`src/common/carrierLoopPkg.sv`:
```
// Shared widths, register map and bus/configuration types for the carrier loop.
// Modules import this package in their body and use scoped names in port lists.

`default_nettype none

package carrierLoopPkg;

    // ------------------------------------------------------------
    // Data path widths
    // ------------------------------------------------------------
    localparam int errorWidth = 8;
    localparam int accumWidth = 40;
    localparam int freqWidth  = 32;
    localparam int expWidth   = 5;
    localparam int lockWidth  = 16;
    localparam int dataWidth  = 32;

    // ------------------------------------------------------------
    // Register space selected by addr[11:5] with the word in addr[4:0]
    // ------------------------------------------------------------
    localparam logic [6:0] loopSpaceBase = 7'h08;

    localparam logic [4:0] ctrlOffset   = 5'd0;
    localparam logic [4:0] gainOffset   = 5'd4;
    localparam logic [4:0] limitOffset  = 5'd8;
    localparam logic [4:0] lockOffset   = 5'd12;
    localparam logic [4:0] posDevOffset = 5'd16;
    localparam logic [4:0] negDevOffset = 5'd20;
    // Upper word of the integrator is read only
    localparam logic [4:0] accumOffset  = 5'd24;

    // Everything the loop blocks take from the register bank
    typedef struct packed {
        logic                  invertError;
        logic                  zeroError;
        logic                  clearAccum;
        logic [expWidth-1:0]   leadExp;
        logic [expWidth-1:0]   lagExp;
        logic [dataWidth-1:0]  limit;
        logic [lockWidth-1:0]  lockCount;
        logic [7:0]            syncThreshold;
        logic [freqWidth-1:0]  posDev;
        logic [freqWidth-1:0]  negDev;
    } loopConfig_t;

    // Single-cycle strobe bus with one write enable per byte lane
    typedef struct packed {
        logic [11:0]          addr;
        logic [dataWidth-1:0] din;
        logic [3:0]           byteWe;
    } regBus_t;

endpackage

`default_nettype wire

```
`src/loopFilter/lagIntegrator.sv`:
```
// Integrating path of the loop filter.
// Accumulates the shifted error, clamps to +/- limit and clears on request.

`timescale 1ns/100ps
`default_nettype none

module lagIntegrator (
    input  wire logic                                  clk,
    input  wire logic                                  reset,
    input  wire logic                                  loopEn,
    input  wire logic [carrierLoopPkg::errorWidth-1:0] loopError,
    input  wire logic [carrierLoopPkg::expWidth-1:0]   lagExp,
    input  wire logic [carrierLoopPkg::dataWidth-1:0]  limit,
    input  wire logic                                  clearAccum,
    output logic [carrierLoopPkg::accumWidth-1:0]      lagAccum
);

    import carrierLoopPkg::*;

    logic [accumWidth-1:0]        errorExt;
    logic [accumWidth-1:0]        lagTerm;
    // One guard bit so the sum cannot wrap before the clamp
    logic signed [accumWidth:0]   sumExt;
    logic signed [accumWidth:0]   upperLimit;
    logic signed [accumWidth:0]   lowerLimit;
    logic signed [accumWidth:0]   accumExt;

    assign errorExt = {{(accumWidth-errorWidth){loopError[errorWidth-1]}}, loopError};
    assign lagTerm  = errorExt << lagExp;

    // Limit field sits above 8 fractional bits
    assign upperLimit = {1'b0, limit, 8'h00};
    assign lowerLimit = -upperLimit;

    assign accumExt = {lagAccum[accumWidth-1], lagAccum};
    assign sumExt   = accumExt + {lagTerm[accumWidth-1], lagTerm};

    always_ff @(posedge clk) begin
        if (reset) begin
            lagAccum <= '0;
        end else if (clearAccum) begin
            lagAccum <= '0;
        end else if (loopEn) begin
            if (sumExt > upperLimit) begin
                lagAccum <= upperLimit[accumWidth-1:0];
            end else if (sumExt < lowerLimit) begin
                lagAccum <= lowerLimit[accumWidth-1:0];
            end else begin
                lagAccum <= sumExt[accumWidth-1:0];
            end
        end
    end

    // After an update the integrator sits inside the range that applied to it
    assert property (@(posedge clk) disable iff (reset)
        loopEn |=> (accumExt <= $past(upperLimit)) && (accumExt >= $past(lowerLimit)));

endmodule

`default_nettype wire

```
`src/loopFilter/loopFilter.sv`:
```
// Lead/lag loop filter of the carrier loop.
// Conditions the phase error, adds the lead term to the integrator and registers the sum.

`timescale 1ns/100ps
`default_nettype none

module loopFilter (
    input  wire logic                                  clk,
    input  wire logic                                  reset,
    input  wire logic                                  loopEn,
    input  wire logic [carrierLoopPkg::errorWidth-1:0] phaseError,
    input  wire carrierLoopPkg::loopConfig_t           cfg,
    output logic [carrierLoopPkg::accumWidth-1:0]      lagAccum,
    output logic [carrierLoopPkg::accumWidth-1:0]      filterSum
);

    import carrierLoopPkg::*;

    logic [errorWidth-1:0] loopError;
    logic [errorWidth-1:0] conditionedError;
    logic [accumWidth-1:0] errorExt;
    logic [accumWidth-1:0] leadTerm;

    // ------------------------------------------------------------
    // Error conditioning where zeroing wins over inversion
    // ------------------------------------------------------------
    always_comb begin
        if (cfg.zeroError) begin
            conditionedError = '0;
        end else if (cfg.invertError) begin
            conditionedError = -phaseError;
        end else begin
            conditionedError = phaseError;
        end
    end

    always_ff @(posedge clk) begin
        if (reset) begin
            loopError <= '0;
        end else if (loopEn) begin
            loopError <= conditionedError;
        end
    end

    // ------------------------------------------------------------
    // Lead path
    // ------------------------------------------------------------
    assign errorExt = {{(accumWidth-errorWidth){loopError[errorWidth-1]}}, loopError};
    assign leadTerm = errorExt << cfg.leadExp;

    lagIntegrator lagPath (
        .clk        (clk),
        .reset      (reset),
        .loopEn     (loopEn),
        .loopError  (loopError),
        .lagExp     (cfg.lagExp),
        .limit      (cfg.limit),
        .clearAccum (cfg.clearAccum),
        .lagAccum   (lagAccum)
    );

    // Sum uses the integrator value from before this enable's update
    always_ff @(posedge clk) begin
        if (reset) begin
            filterSum <= '0;
        end else if (loopEn) begin
            filterSum <= lagAccum + leadTerm;
        end
    end

endmodule

`default_nettype wire

```
`src/source/carrierLoop.sv`:
```
// Top level of the carrier recovery loop.
// Joins registers, loop filter, lock detector and deviation correction into the NCO word.

`timescale 1ns/100ps
`default_nettype none

module carrierLoop (
    input  wire logic                                  clk,
    input  wire logic                                  reset,
    input  wire logic                                  loopEn,
    input  wire logic [carrierLoopPkg::errorWidth-1:0] phaseError,
    input  wire logic                                  sym2xEn,
    input  wire logic                                  legacyBit,
    input  wire carrierLoopPkg::regBus_t               bus,
    output logic [carrierLoopPkg::dataWidth-1:0]       dout,
    output logic [carrierLoopPkg::freqWidth-1:0]       ncoFreq,
    output logic                                       freqStrobe,
    output logic                                       carrierLock,
    output logic [carrierLoopPkg::lockWidth-1:0]       lockCounter
);

    import carrierLoopPkg::*;

    loopConfig_t           cfg;
    logic [accumWidth-1:0] lagAccum;
    logic [accumWidth-1:0] filterSum;
    logic [freqWidth-1:0]  deviationCorrection;

    // ------------------------------------------------------------
    // Blocks
    // ------------------------------------------------------------
    loopRegs regs (
        .clk      (clk),
        .reset    (reset),
        .bus      (bus),
        .lagAccum (lagAccum),
        .dout     (dout),
        .cfg      (cfg)
    );

    loopFilter filter (
        .clk        (clk),
        .reset      (reset),
        .loopEn     (loopEn),
        .phaseError (phaseError),
        .cfg        (cfg),
        .lagAccum   (lagAccum),
        .filterSum  (filterSum)
    );

    lockDetector lockDet (
        .clk           (clk),
        .reset         (reset),
        .loopEn        (loopEn),
        .phaseError    (phaseError),
        .lockCount     (cfg.lockCount),
        .syncThreshold (cfg.syncThreshold),
        .lockCounter   (lockCounter),
        .carrierLock   (carrierLock)
    );

    deviationCorrector devCorr (
        .clk                 (clk),
        .reset               (reset),
        .sym2xEn             (sym2xEn),
        .legacyBit           (legacyBit),
        .posDev              (cfg.posDev),
        .negDev              (cfg.negDev),
        .deviationCorrection (deviationCorrection)
    );

    // ------------------------------------------------------------
    // NCO frequency word
    // ------------------------------------------------------------
    assign ncoFreq = filterSum[accumWidth-1 -: freqWidth] + deviationCorrection;

    // Filter sum is valid the cycle after the enable
    always_ff @(posedge clk) begin
        if (reset) begin
            freqStrobe <= 1'b0;
        end else begin
            freqStrobe <= loopEn;
        end
    end

endmodule

`default_nettype wire

```
`src/source/deviationCorrector.sv`:
```
// Frequency deviation correction from pairs of legacy detector bits.
// Two equal bits pick posDev or negDev; the choice appears two sym2xEn later.

`timescale 1ns/100ps
`default_nettype none

module deviationCorrector (
    input  wire logic                                 clk,
    input  wire logic                                 reset,
    input  wire logic                                 sym2xEn,
    input  wire logic                                 legacyBit,
    input  wire logic [carrierLoopPkg::freqWidth-1:0] posDev,
    input  wire logic [carrierLoopPkg::freqWidth-1:0] negDev,
    output logic [carrierLoopPkg::freqWidth-1:0]      deviationCorrection
);

    import carrierLoopPkg::*;

    logic                 prevLegacyBit;
    logic [freqWidth-1:0] devCorrection;

    always_ff @(posedge clk) begin
        if (reset) begin
            prevLegacyBit       <= 1'b0;
            devCorrection       <= '0;
            deviationCorrection <= '0;
        end else if (sym2xEn) begin
            prevLegacyBit <= legacyBit;
            // A run of ones or zeros selects a correction
            if (legacyBit && prevLegacyBit) begin
                devCorrection <= posDev;
            end else if (!legacyBit && !prevLegacyBit) begin
                devCorrection <= negDev;
            end else begin
                devCorrection <= '0;
            end
            deviationCorrection <= devCorrection;
        end
    end

endmodule

`default_nettype wire

```
`src/source/lockDetector.sv`:
```
// Carrier lock detector, an up/down counter driven by the phase error magnitude.
// Lock sets at the top of the count and clears at the bottom.

`timescale 1ns/100ps
`default_nettype none

module lockDetector (
    input  wire logic                                  clk,
    input  wire logic                                  reset,
    input  wire logic                                  loopEn,
    input  wire logic [carrierLoopPkg::errorWidth-1:0] phaseError,
    input  wire logic [carrierLoopPkg::lockWidth-1:0]  lockCount,
    input  wire logic [7:0]                            syncThreshold,
    output logic [carrierLoopPkg::lockWidth-1:0]       lockCounter,
    output logic                                       carrierLock
);

    import carrierLoopPkg::*;

    // 8'h80 negates to itself, which reads as 128 unsigned
    logic [errorWidth-1:0] errorMag;
    logic                  errorLarge;

    assign errorMag   = phaseError[errorWidth-1] ? -phaseError : phaseError;
    assign errorLarge = errorMag > syncThreshold;

    always_ff @(posedge clk) begin
        if (reset) begin
            lockCounter <= '0;
            carrierLock <= 1'b0;
        end else if (loopEn) begin
            if (errorLarge) begin
                if (lockCounter == '0) begin
                    carrierLock <= 1'b0;
                    lockCounter <= lockCount;
                end else begin
                    lockCounter <= lockCounter - 1'b1;
                end
            end else begin
                if (lockCounter == '1) begin
                    carrierLock <= 1'b1;
                    lockCounter <= lockCount;
                end else begin
                    lockCounter <= lockCounter + 1'b1;
                end
            end
        end
    end

    // Lock state follows the loop enable
    assert property (@(posedge clk) disable iff (reset)
        !$stable(carrierLock) |-> $past(loopEn));

endmodule

`default_nettype wire

```
`src/source/loopRegs.sv`:
```
// Configuration registers of the carrier loop with byte-lane writes.
// Read data is combinational from the address; the integrator word is read only.

`timescale 1ns/100ps
`default_nettype none

module loopRegs (
    input  wire logic                                clk,
    input  wire logic                                reset,
    input  wire carrierLoopPkg::regBus_t             bus,
    input  wire logic [carrierLoopPkg::accumWidth-1:0] lagAccum,
    output logic [carrierLoopPkg::dataWidth-1:0]     dout,
    output carrierLoopPkg::loopConfig_t              cfg
);

    import carrierLoopPkg::*;

    logic                  inSpace;
    logic                  wrEn;
    logic [4:0]            offset;
    logic [dataWidth-1:0]  ctrlReg;
    logic [dataWidth-1:0]  gainReg;
    logic [dataWidth-1:0]  limitReg;
    logic [dataWidth-1:0]  lockReg;
    logic [dataWidth-1:0]  posDevReg;
    logic [dataWidth-1:0]  negDevReg;

    // Replace only the lanes that are strobed
    function automatic logic [dataWidth-1:0] mergeBytes(
        input logic [dataWidth-1:0] oldWord,
        input logic [dataWidth-1:0] newWord,
        input logic [3:0]           we
    );
        logic [dataWidth-1:0] result;
        result = oldWord;
        for (int i = 0; i < 4; i++) begin
            if (we[i]) begin
                result[8*i +: 8] = newWord[8*i +: 8];
            end
        end
        return result;
    endfunction

    assign inSpace = (bus.addr[11:5] == loopSpaceBase);
    assign offset  = bus.addr[4:0];
    assign wrEn    = inSpace && (bus.byteWe != 4'h0);

    // ------------------------------------------------------------
    // Write side
    // ------------------------------------------------------------
    always_ff @(posedge clk) begin
        if (reset) begin
            ctrlReg   <= '0;
            gainReg   <= '0;
            limitReg  <= '0;
            lockReg   <= '0;
            posDevReg <= '0;
            negDevReg <= '0;
        end else if (wrEn) begin
            case (offset)
                ctrlOffset:   ctrlReg   <= mergeBytes(ctrlReg, bus.din, bus.byteWe);
                gainOffset:   gainReg   <= mergeBytes(gainReg, bus.din, bus.byteWe);
                limitOffset:  limitReg  <= mergeBytes(limitReg, bus.din, bus.byteWe);
                lockOffset:   lockReg   <= mergeBytes(lockReg, bus.din, bus.byteWe);
                posDevOffset: posDevReg <= mergeBytes(posDevReg, bus.din, bus.byteWe);
                negDevOffset: negDevReg <= mergeBytes(negDevReg, bus.din, bus.byteWe);
                default: ;
            endcase
        end
    end

    // ------------------------------------------------------------
    // Read mux
    // ------------------------------------------------------------
    always_comb begin
        dout = '0;
        if (inSpace) begin
            case (offset)
                ctrlOffset:   dout = ctrlReg;
                gainOffset:   dout = gainReg;
                limitOffset:  dout = limitReg;
                lockOffset:   dout = lockReg;
                posDevOffset: dout = posDevReg;
                negDevOffset: dout = negDevReg;
                accumOffset:  dout = lagAccum[accumWidth-1 -: dataWidth];
                default:      dout = '0;
            endcase
        end
    end

    // Field extraction
    assign cfg.invertError   = ctrlReg[0];
    assign cfg.zeroError     = ctrlReg[1];
    assign cfg.clearAccum    = ctrlReg[2];
    assign cfg.leadExp       = gainReg[4:0];
    assign cfg.lagExp        = gainReg[12:8];
    assign cfg.limit         = limitReg;
    assign cfg.lockCount     = lockReg[15:0];
    assign cfg.syncThreshold = lockReg[23:16];
    assign cfg.posDev        = posDevReg;
    assign cfg.negDev        = negDevReg;

    // A write aimed at the integrator word must leave the bank untouched
    assert property (@(posedge clk) disable iff (reset)
        (wrEn && offset == accumOffset) |=>
            $stable({ctrlReg, gainReg, limitReg, lockReg, posDevReg, negDevReg}));

endmodule

`default_nettype wire

```
`config.mk`:
```
export PLATFORM = sky130hd
export DESIGN_NAME = carrierLoop
export DESIGN_NICKNAME = d
export VERILOG_FILES = /design/src/common/carrierLoopPkg.sv /design/src/loopFilter/lagIntegrator.sv /design/src/loopFilter/loopFilter.sv /design/src/source/carrierLoop.sv /design/src/source/deviationCorrector.sv /design/src/source/lockDetector.sv /design/src/source/loopRegs.sv
export SDC_FILE = /design/constraint.sdc
export NUM_CORES = 1
export LEC_CHECK = 0
export BUFFER_PORTS_ARGS = -buffer_cell sky130_fd_sc_hd__buf_4
export CORE_MARGIN = 2
export CORE_UTILIZATION = 44
export DETAILED_ROUTE_END_ITERATION = 10
export PLACE_DENSITY = 0.61
export SLEW_MARGIN = 15
export SYNTH_ARGS = -nofsm -noshare
export SYNTH_HDL_FRONTEND = slang
export SYNTH_SLANG_ARGS = --single-unit
```
`constraint.sdc`:
```
create_clock -name clk -period 16.1 [get_ports clk]
set_input_delay 3.22 -clock clk [delete_from_list [all_inputs] [get_ports clk]]
set_output_delay 3.22 -clock clk [all_outputs]
set_load 0.01 [all_outputs]
```
==> results of run 1 <==
## worst paths after layout
path	start	endpoint	slack, ps	depth (start not counted)
worst max register to register	regs.gainReg[9]$_SDFFE_PP0P_	filter.lagPath.lagAccum[10]$_SDFFE_PP0P_	7410	28
worst max-delay path	bus[40]	dout[0]	6940	10
worst min-delay path	filter.filterSum[39]$_SDFFE_PP0P_	filter.filterSum[39]$_SDFFE_PP0P_	470	2
worst min register to register	filter.filterSum[39]$_SDFFE_PP0P_	filter.filterSum[39]$_SDFFE_PP0P_	470	2
## cell usage in the layout (no fill, tap or decap), types with 8 or more instances in the layout
| cell | n |
|---|---|
| a211oi_1 | 63 |
| a21boi_0 | 8 |
| a21o_1 | 51 |
| a21oi_1 | 231 |
| a221oi_1 | 38 |
| a22oi_1 | 78 |
| a31oi_1 | 31 |
| and2_1 | 19 |
| and3_1 | 23 |
| buf_4 | 163 |
| clkbuf_16 | 42 |
| clkbuf_8 | 10 |
| dfxtp_1 | 355 |
| ha_1 | 186 |
| inv_1 | 90 |
| mux2_2 | 10 |
| mux2i_1 | 303 |
| nand2_1 | 175 |
| nand2b_1 | 20 |
| nand3_1 | 68 |
| nand4_1 | 27 |
| nor2_1 | 513 |
| nor2_2 | 12 |
| nor2b_1 | 26 |
| nor3_1 | 51 |
| nor3_2 | 13 |
| nor4_1 | 16 |
| o211ai_1 | 9 |
| o21a_1 | 18 |
| o21ai_0 | 150 |
| o21bai_1 | 16 |
| o22ai_1 | 15 |
| o31ai_1 | 25 |
| or3_1 | 16 |
| xnor2_1 | 115 |
| xor2_1 | 34 |
## cells by family after synthesis
kind of cell / after synthesis
xor gates and xnor gates: 149
and+or+nand+nor: 1031
DFF: 355
adders and majority gates: 188
muxes: 314
AOI/OAI and AO/OA: 810
buffers and inverters: 285
## state kept, by name (all words and copies together), names as in the netlist, 8 cells and up
register,cells
filter.lagPath.lagAccum,40
devCorr.devCorrection,32
devCorr.deviationCorrection,32
filter.filterSum,32
regs.ctrlReg,32
regs.gainReg,32
regs.limitReg,32
regs.lockReg,32
regs.negDevReg,32
regs.posDevReg,32
lockDet.lockCounter,16
filter.loopError,8
## critical path: cells and delay by family
family          cells  cell delay [ps]
simple gates        3              860
compound gates      3              290
buf+inv             4             1530
## metrics by stage
step / hold WS [ps] / util [%] / power (uW) / cell area [sq um] / setup slack (ps)
final: 468 / 49.8 / 3470 / 28000 / 6940
after global placement: 457 / 47.1 / 2380 / 26500 / 7080
after global routing: 483 / 49.8 / 3650 / 28000 / 6760
after floorplan: 437 / - / 1950 / 25000 / 7600
after CTS: 473 / 49.8 / 3450 / 28000 / 7000
after detailed placement: 465 / 47.1 / 2390 / 26500 / 7020
## power by group
part / switching (uW) / total, uW / internal (uW)
Sequential: 125 / 1060 / 935
Clock: 420 / 1050 / 629
Combinational: 870 / 1360 / 491
Total: 1420 / 3470 / 2060
## layout make-up
type / count / area, sq um / area share, %
antenna: 2 / 5.00 / 0.0179
clock buffer: 57 / 1210 / 4.31
clock inverter: 20 / 309 / 1.10
inverter: 91 / 342 / 1.22
multi-input combinational: 2492 / 16800 / 60.1
sequential: 355 / 7110 / 25.4
tap: 756 / 946 / 3.37
timing repair buffer: 166 / 1280 / 4.56
## metal layers
layer / up-vias / global-route usage, %
met5: - / 0
met4: 8 / 12.6
met3: 222 / 4.43
met2: 1019 / 48.9
met1: 11400 / 38.9
li1: 11400 / -
==> summary.txt, run 1 <==
Outcome
  – Status: completed

CTS
  – Worst-Skew Late Latency: 600 ps
  – CTS tree: yes
  – CTS root buf: clkbuf_16
  – Longest Clk Path Bufs: 3
  – Clock sink count: 355
  – Post-CTS sizing: 0
  – Htree depth: 2
  – Clk pin slew, worst setup/hold paths: 60 ps
  – CTS buffer count: 42
  – Post-CTS Setup Repair Bufs: 0
  – Hold buffer count at CTS: 0

Worst setup path
  – Setup CP Type: primary input to primary output
  – Crit-path cells: buf_4 -> nor4b_2 -> buf_4 -> and2_0 -> buf_4 -> a221oi_1 -> o21ai_0 -> a21oi_1 -> nor2_1 -> buf_4
  – Required time of the critical path: 12,880 ps
  – Max stage delay on crit path: 550 ps
  – Crit path launch type: primary input
  – Most used cell along the critical path: buf_4
  – CP Capture Type: primary output
  – CP max FO: 42
  – Data arrival time at the worst-slack endpoint: 5940 ps
  – Crit-path slowest cell: buf_4

Timing
  – Measured slew at the worst slew-check pin: 1230 ps
  – Tmin final: 9160 ps
  – Worst clock skew: 32.6 ps
  – Fin. max-slew vios: 0
  – Unrepaired setup endpoints after global routing: false
  – Peak Freq: 109 MHz
  – Fin Setup TNS: 0 ps
  – Slew HR: 17.8%
  – Final Hold Viols: 0
  – Final Cycle Share: 56.9%
  – Endpoints failing setup: 0

Synthesis
  – Most frequent cell after synthesis: nor2_1
  – Synth Area in Adders: 9.47%
  – Distinct cells, synth: 88
  – Synth warn: 0
  – Post-synth top area cell: dfxtp_1
  – Mux contribution to synthesized area: 12.6%
  – Simple-gate area share of the yosys netlist: 18.9%
  – Post-synth top area share: 28.4%
  – Sequential-to-total area share from yosys stat: 28.4%
  – Post-Syn Area: 25,000 sq um
  – Post-synth EDFFs: 0
  – Syn avg cell area: 7.98 sq um
  – Async SR Flop Fraction: 0%
  – Post-Syn Nets: 3,381
  – Synth Area in XOR/XNOR: 5.22%
  – Ranking of synthesized cells by area: dfxtp_1 28%, mux2i_1 12%, ha_1 9.3%, nor2_1 7.7%, a21oi_1 4.6%
  – Post-synthesis compound-gate area fraction: 21.0%
  – Yosys reg bits: 355
  – Mapped Cells: 3,132
  – Main combinational cell family by area after synthesis: compound AO/OA/AOI/OAI gates
  – Ys flop type: dfxtp_1
  – Commonest cells post-synth: 514 x nor2_1, 355 x dfxtp_1, 303 x mux2i_1

Global routing
  – Initial antenna violation count: 4
  – GR Util All Layers: 29.8%
  – Global-route wire length before repair: 137,000 um
  – Largest net degree at the start of global routing: 216
  – Global route overflow: 0
  – Vias in the first global route: 22,500

Routing
  – Drt total wl: 90,600 um
  – Drt first pass iters: 7
  – DR DRC count: 0
  – Wire per inst: 23.0 um
  – Antenna-violating nets left: 0
  – Routed met2 length: 41,300 um
  – Metal1 wirelength: 38,800 um
  – Vias: 24,000
  – Number of vias per cell: 6.08
  – Met3 WL post-DR: 6210 um
  – Max Used Layer: met5
  – Initial DRC Count: 2,475

Layout
  – Share of layout cells above drive strength 1: 9.62%
  – Fillers: 5,447
  – Final Net Count: 3,397
  – Area delta synth->final: 12.1%
  – Post-Layout Cell Count: 3,939

Placed design
  – Post-Place Cells: 3,859
  – GPL Wtd Cong: 0.958
  – DP Wirelength: 68,900 um
  – Count of input and output buffers: 142

Power and ir drop
  – Leak: 0.0110 uW
  – Power density cells: 124 nW/um^2
  – Maximum VDD drop: 0.133 mV

Floorplanning
  – Die area: 58,700 sq um
  – Placeable Area: 56,300 sq um
  – Starting density of the core: 44.4%
  – # IOs: 143
  – Die Y-Extent: 242 um
  – Site Rows: 87
  – Die W: 242 um

Job
  – Max Cap Violations: 0

Hold path
  – Worst hold path class: flip-flop to flip-flop
No activity file was read; power rests on OpenSTA's default activity.
==> inputs of run 2 (changes only) <==
--- a/config.mk
+++ b/config.mk
@@ -9,7 +9,7 @@
 export CORE_MARGIN = 2
 export CORE_UTILIZATION = 44
 export DETAILED_ROUTE_END_ITERATION = 10
-export PLACE_DENSITY = 0.61
+export PLACE_DENSITY = 0.63
 export SLEW_MARGIN = 15
 export SYNTH_ARGS = -nofsm -noshare
 export SYNTH_HDL_FRONTEND = slang
==> constraint.sdc (replaced) <==
create_clock -name clk -period 8.4 [get_ports clk]
set_input_delay 1.68 -clock clk [delete_from_list [all_inputs] [get_ports clk]]
set_output_delay 1.68 -clock clk [all_outputs]
set_load 0.01 [all_outputs]
==> run 2 against run 1 <==
Effect of this change:
- die area did not move
- setup slack got worse by 6400 ps
- clock power rose by 80%
- sequential share of layout area rose by 0.069 points
- cell area fell by 0.27%
- worst hold slack improved by 10 ps
- count of clock-buffer cells in the layout rose by 3
- via count rose by 0.39%
- clock skew fell by 7.3 ps
- critical path depth rose by 19
- sequential power rose by 91%
- critical endpoint is now filter.lagPath.lagAccum[33]$_SDFFE_PP0P_
==> summary.txt, run 2 (synthesis results as in run 1) <==
Outcome
  – Status: completed

Routing
  – Wire per inst: 23.1 um
  – Initial DRC Count: 2,183
  – Number of vias per cell: 6.11
  – DR DRC count: 0
  – Drt total wl: 91,200 um
  – Max Used Layer: met5
  – Drt first pass iters: 5
  – Metal1 wirelength: 39,600 um
  – Vias: 24,100
  – Antenna-violating nets left: 0
  – Routed met2 length: 41,000 um
  – Met3 WL post-DR: 6130 um

Placed design
  – GPL Wtd Cong: 0.996
  – Placed Area: 26,500 sq um
  – Count of input and output buffers: 142
  – DP Wirelength: 70,200 um
  – Post-Place Setup Slack: 595 ps

Layout
  – Most frequent cells in the layout: 513 x nor2_1, 355 x dfxtp_1, 303 x mux2i_1
  – Area delta synth->final: 11.8%
  – Largest register FFs: 40
  – Commonest non-fill, non-tap cell in the layout: nor2_1
  – Final Util: 49.7%
  – Register Area: 7110 sq um
  – Fillers: 5,536
  – Fin area: 28,000 sq um
  – Top reg by flops: filter.lagPath.lagAccum
  – Share of layout cells above drive strength 1: 9.70%
  – Antenna diodes: 0
  – Final Net Count: 3,405
  – Area of the multi-input gates: 16,800 sq um

Floorplanning
  – Die Y-Extent: 242 um
  – # IOs: 143
  – Die area: 58,700 sq um
  – Starting density of the core: 44.4%
  – Placeable Area: 56,300 sq um
  – Site Rows: 87
  – Die W: 242 um

Worst setup path
  – CP max FO: 30
  – Crit-path slowest cell: dfxtp_1
  – CP Capture Type: flip-flop
  – Required time of the critical path: 8890 ps
  – Most used cell along the critical path: nand2_1
  – Setup CP Type: flip-flop to flip-flop
  – Crit path launch type: flip-flop
  – Max stage delay on crit path: 540 ps
  – Data arrival time at the worst-slack endpoint: 8360 ps

Timing
  – Slew HR: 25.2%
  – Fin. max-slew vios: 0
  – Final worst slack: 536 ps
  – Final Hold Viols: 0
  – Tmin final: 7860 ps
  – Peak Freq: 127 MHz
  – Final Cycle Share: 93.6%
  – Fin Setup TNS: 0 ps
  – Endpoints failing setup: 0
  – Measured slew at the worst slew-check pin: 1120 ps
  – Worst clock skew: 25.2 ps
  – Unrepaired setup endpoints after global routing: false
  – Hold Worst Slack: 478 ps

Power and ir drop
  – Maximum VDD drop: 0.296 mV
  – Leak: 0.0110 uW
  – Power density cells: 236 nW/um^2

CTS
  – Htree depth: 2
  – CTS tree: yes
  – Worst-Skew Late Latency: 600 ps
  – Longest Clk Path Bufs: 3
  – CTS buffer count: 43
  – Clk pin slew, worst setup/hold paths: 60 ps
  – CTS root buf: clkbuf_16
  – Clock sink count: 355

Global routing
  – Largest net degree at the start of global routing: 104
  – Global-route wire length before repair: 138,000 um
  – Vias in the first global route: 22,500
  – GR Util All Layers: 30.0%
  – Initial antenna violation count: 4
  – Global route overflow: 0

Job
  – Max Cap Violations: 0

Hold path
  – Worst hold path class: flip-flop to flip-flop
-- run 2: worst max-delay path: cells and delay by family, from the launching register on --
kind / cells / cell delay, ps
simple gates: 13 / 3410
xor+xnor: 1 / 280
fa+ha+maj: 2 / 560
buf+inv: 1 / 240
flops: 1 / 540
mux: 2 / 350
compound gates: 10 / 2360
-- run 2: final cells by class --
class                           instances  area share [%]
Multi-Input combinational cell       2492            60.3
Sequential cell                       355            25.4
Timing Repair Buffer                  173            4.67
Clock buffer                           60            4.36
Tap cell                              756            3.38
Inverter                               91            1.22
Clock inverter                         14           0.676
-- run 2: repair_timing --
action / 4_1_cts / 5_1_grt
hold buffers: 0 / 0
setup endpoints to repair: 0 / 5
resized for setup: 0 / 2
buffers inserted: 0 / 0
-- run 2: worst paths after layout --
| kind | startpoint | end | slack, ps | cells past startpoint |
|---|---|---|---|---|
| min | filter.filterSum[39]$_SDFFE_PP0P_ | filter.filterSum[39]$_SDFFE_PP0P_ | 480 | 2 |
| max | regs.gainReg[9]$_SDFFE_PP0P_ | filter.lagPath.lagAccum[33]$_SDFFE_PP0P_ | 540 | 29 |
| max reg2reg | regs.gainReg[9]$_SDFFE_PP0P_ | filter.lagPath.lagAccum[33]$_SDFFE_PP0P_ | 540 | 29 |
| min reg2reg | filter.filterSum[39]$_SDFFE_PP0P_ | filter.filterSum[39]$_SDFFE_PP0P_ | 480 | 2 |
-- run 2: stage by stage --
stage	total power, uW	std cells
finish	6590	3941
global route	6910	3941
CTS	6550	3941
detailed placement	4660	3867
global placement	4630	3867
floorplan	3730	3132
-- run 2: routing by layer --
layer / vias to the layer above / global-route usage (%)
met3: 202 / 4.55
met5: - / 0
li1: 11400 / -
met4: 8 / 13.3
met1: 11500 / 40.1
met2: 984 / 47.6
-- run 2: report_power, final --
group	leakage, uW	switching [uW]	internal (uW)
Clock	0.000692	778	1110
Sequential	0.00288	223	1790
Combinational	0.00740	1710	974
Total	0.0110	2710	3880
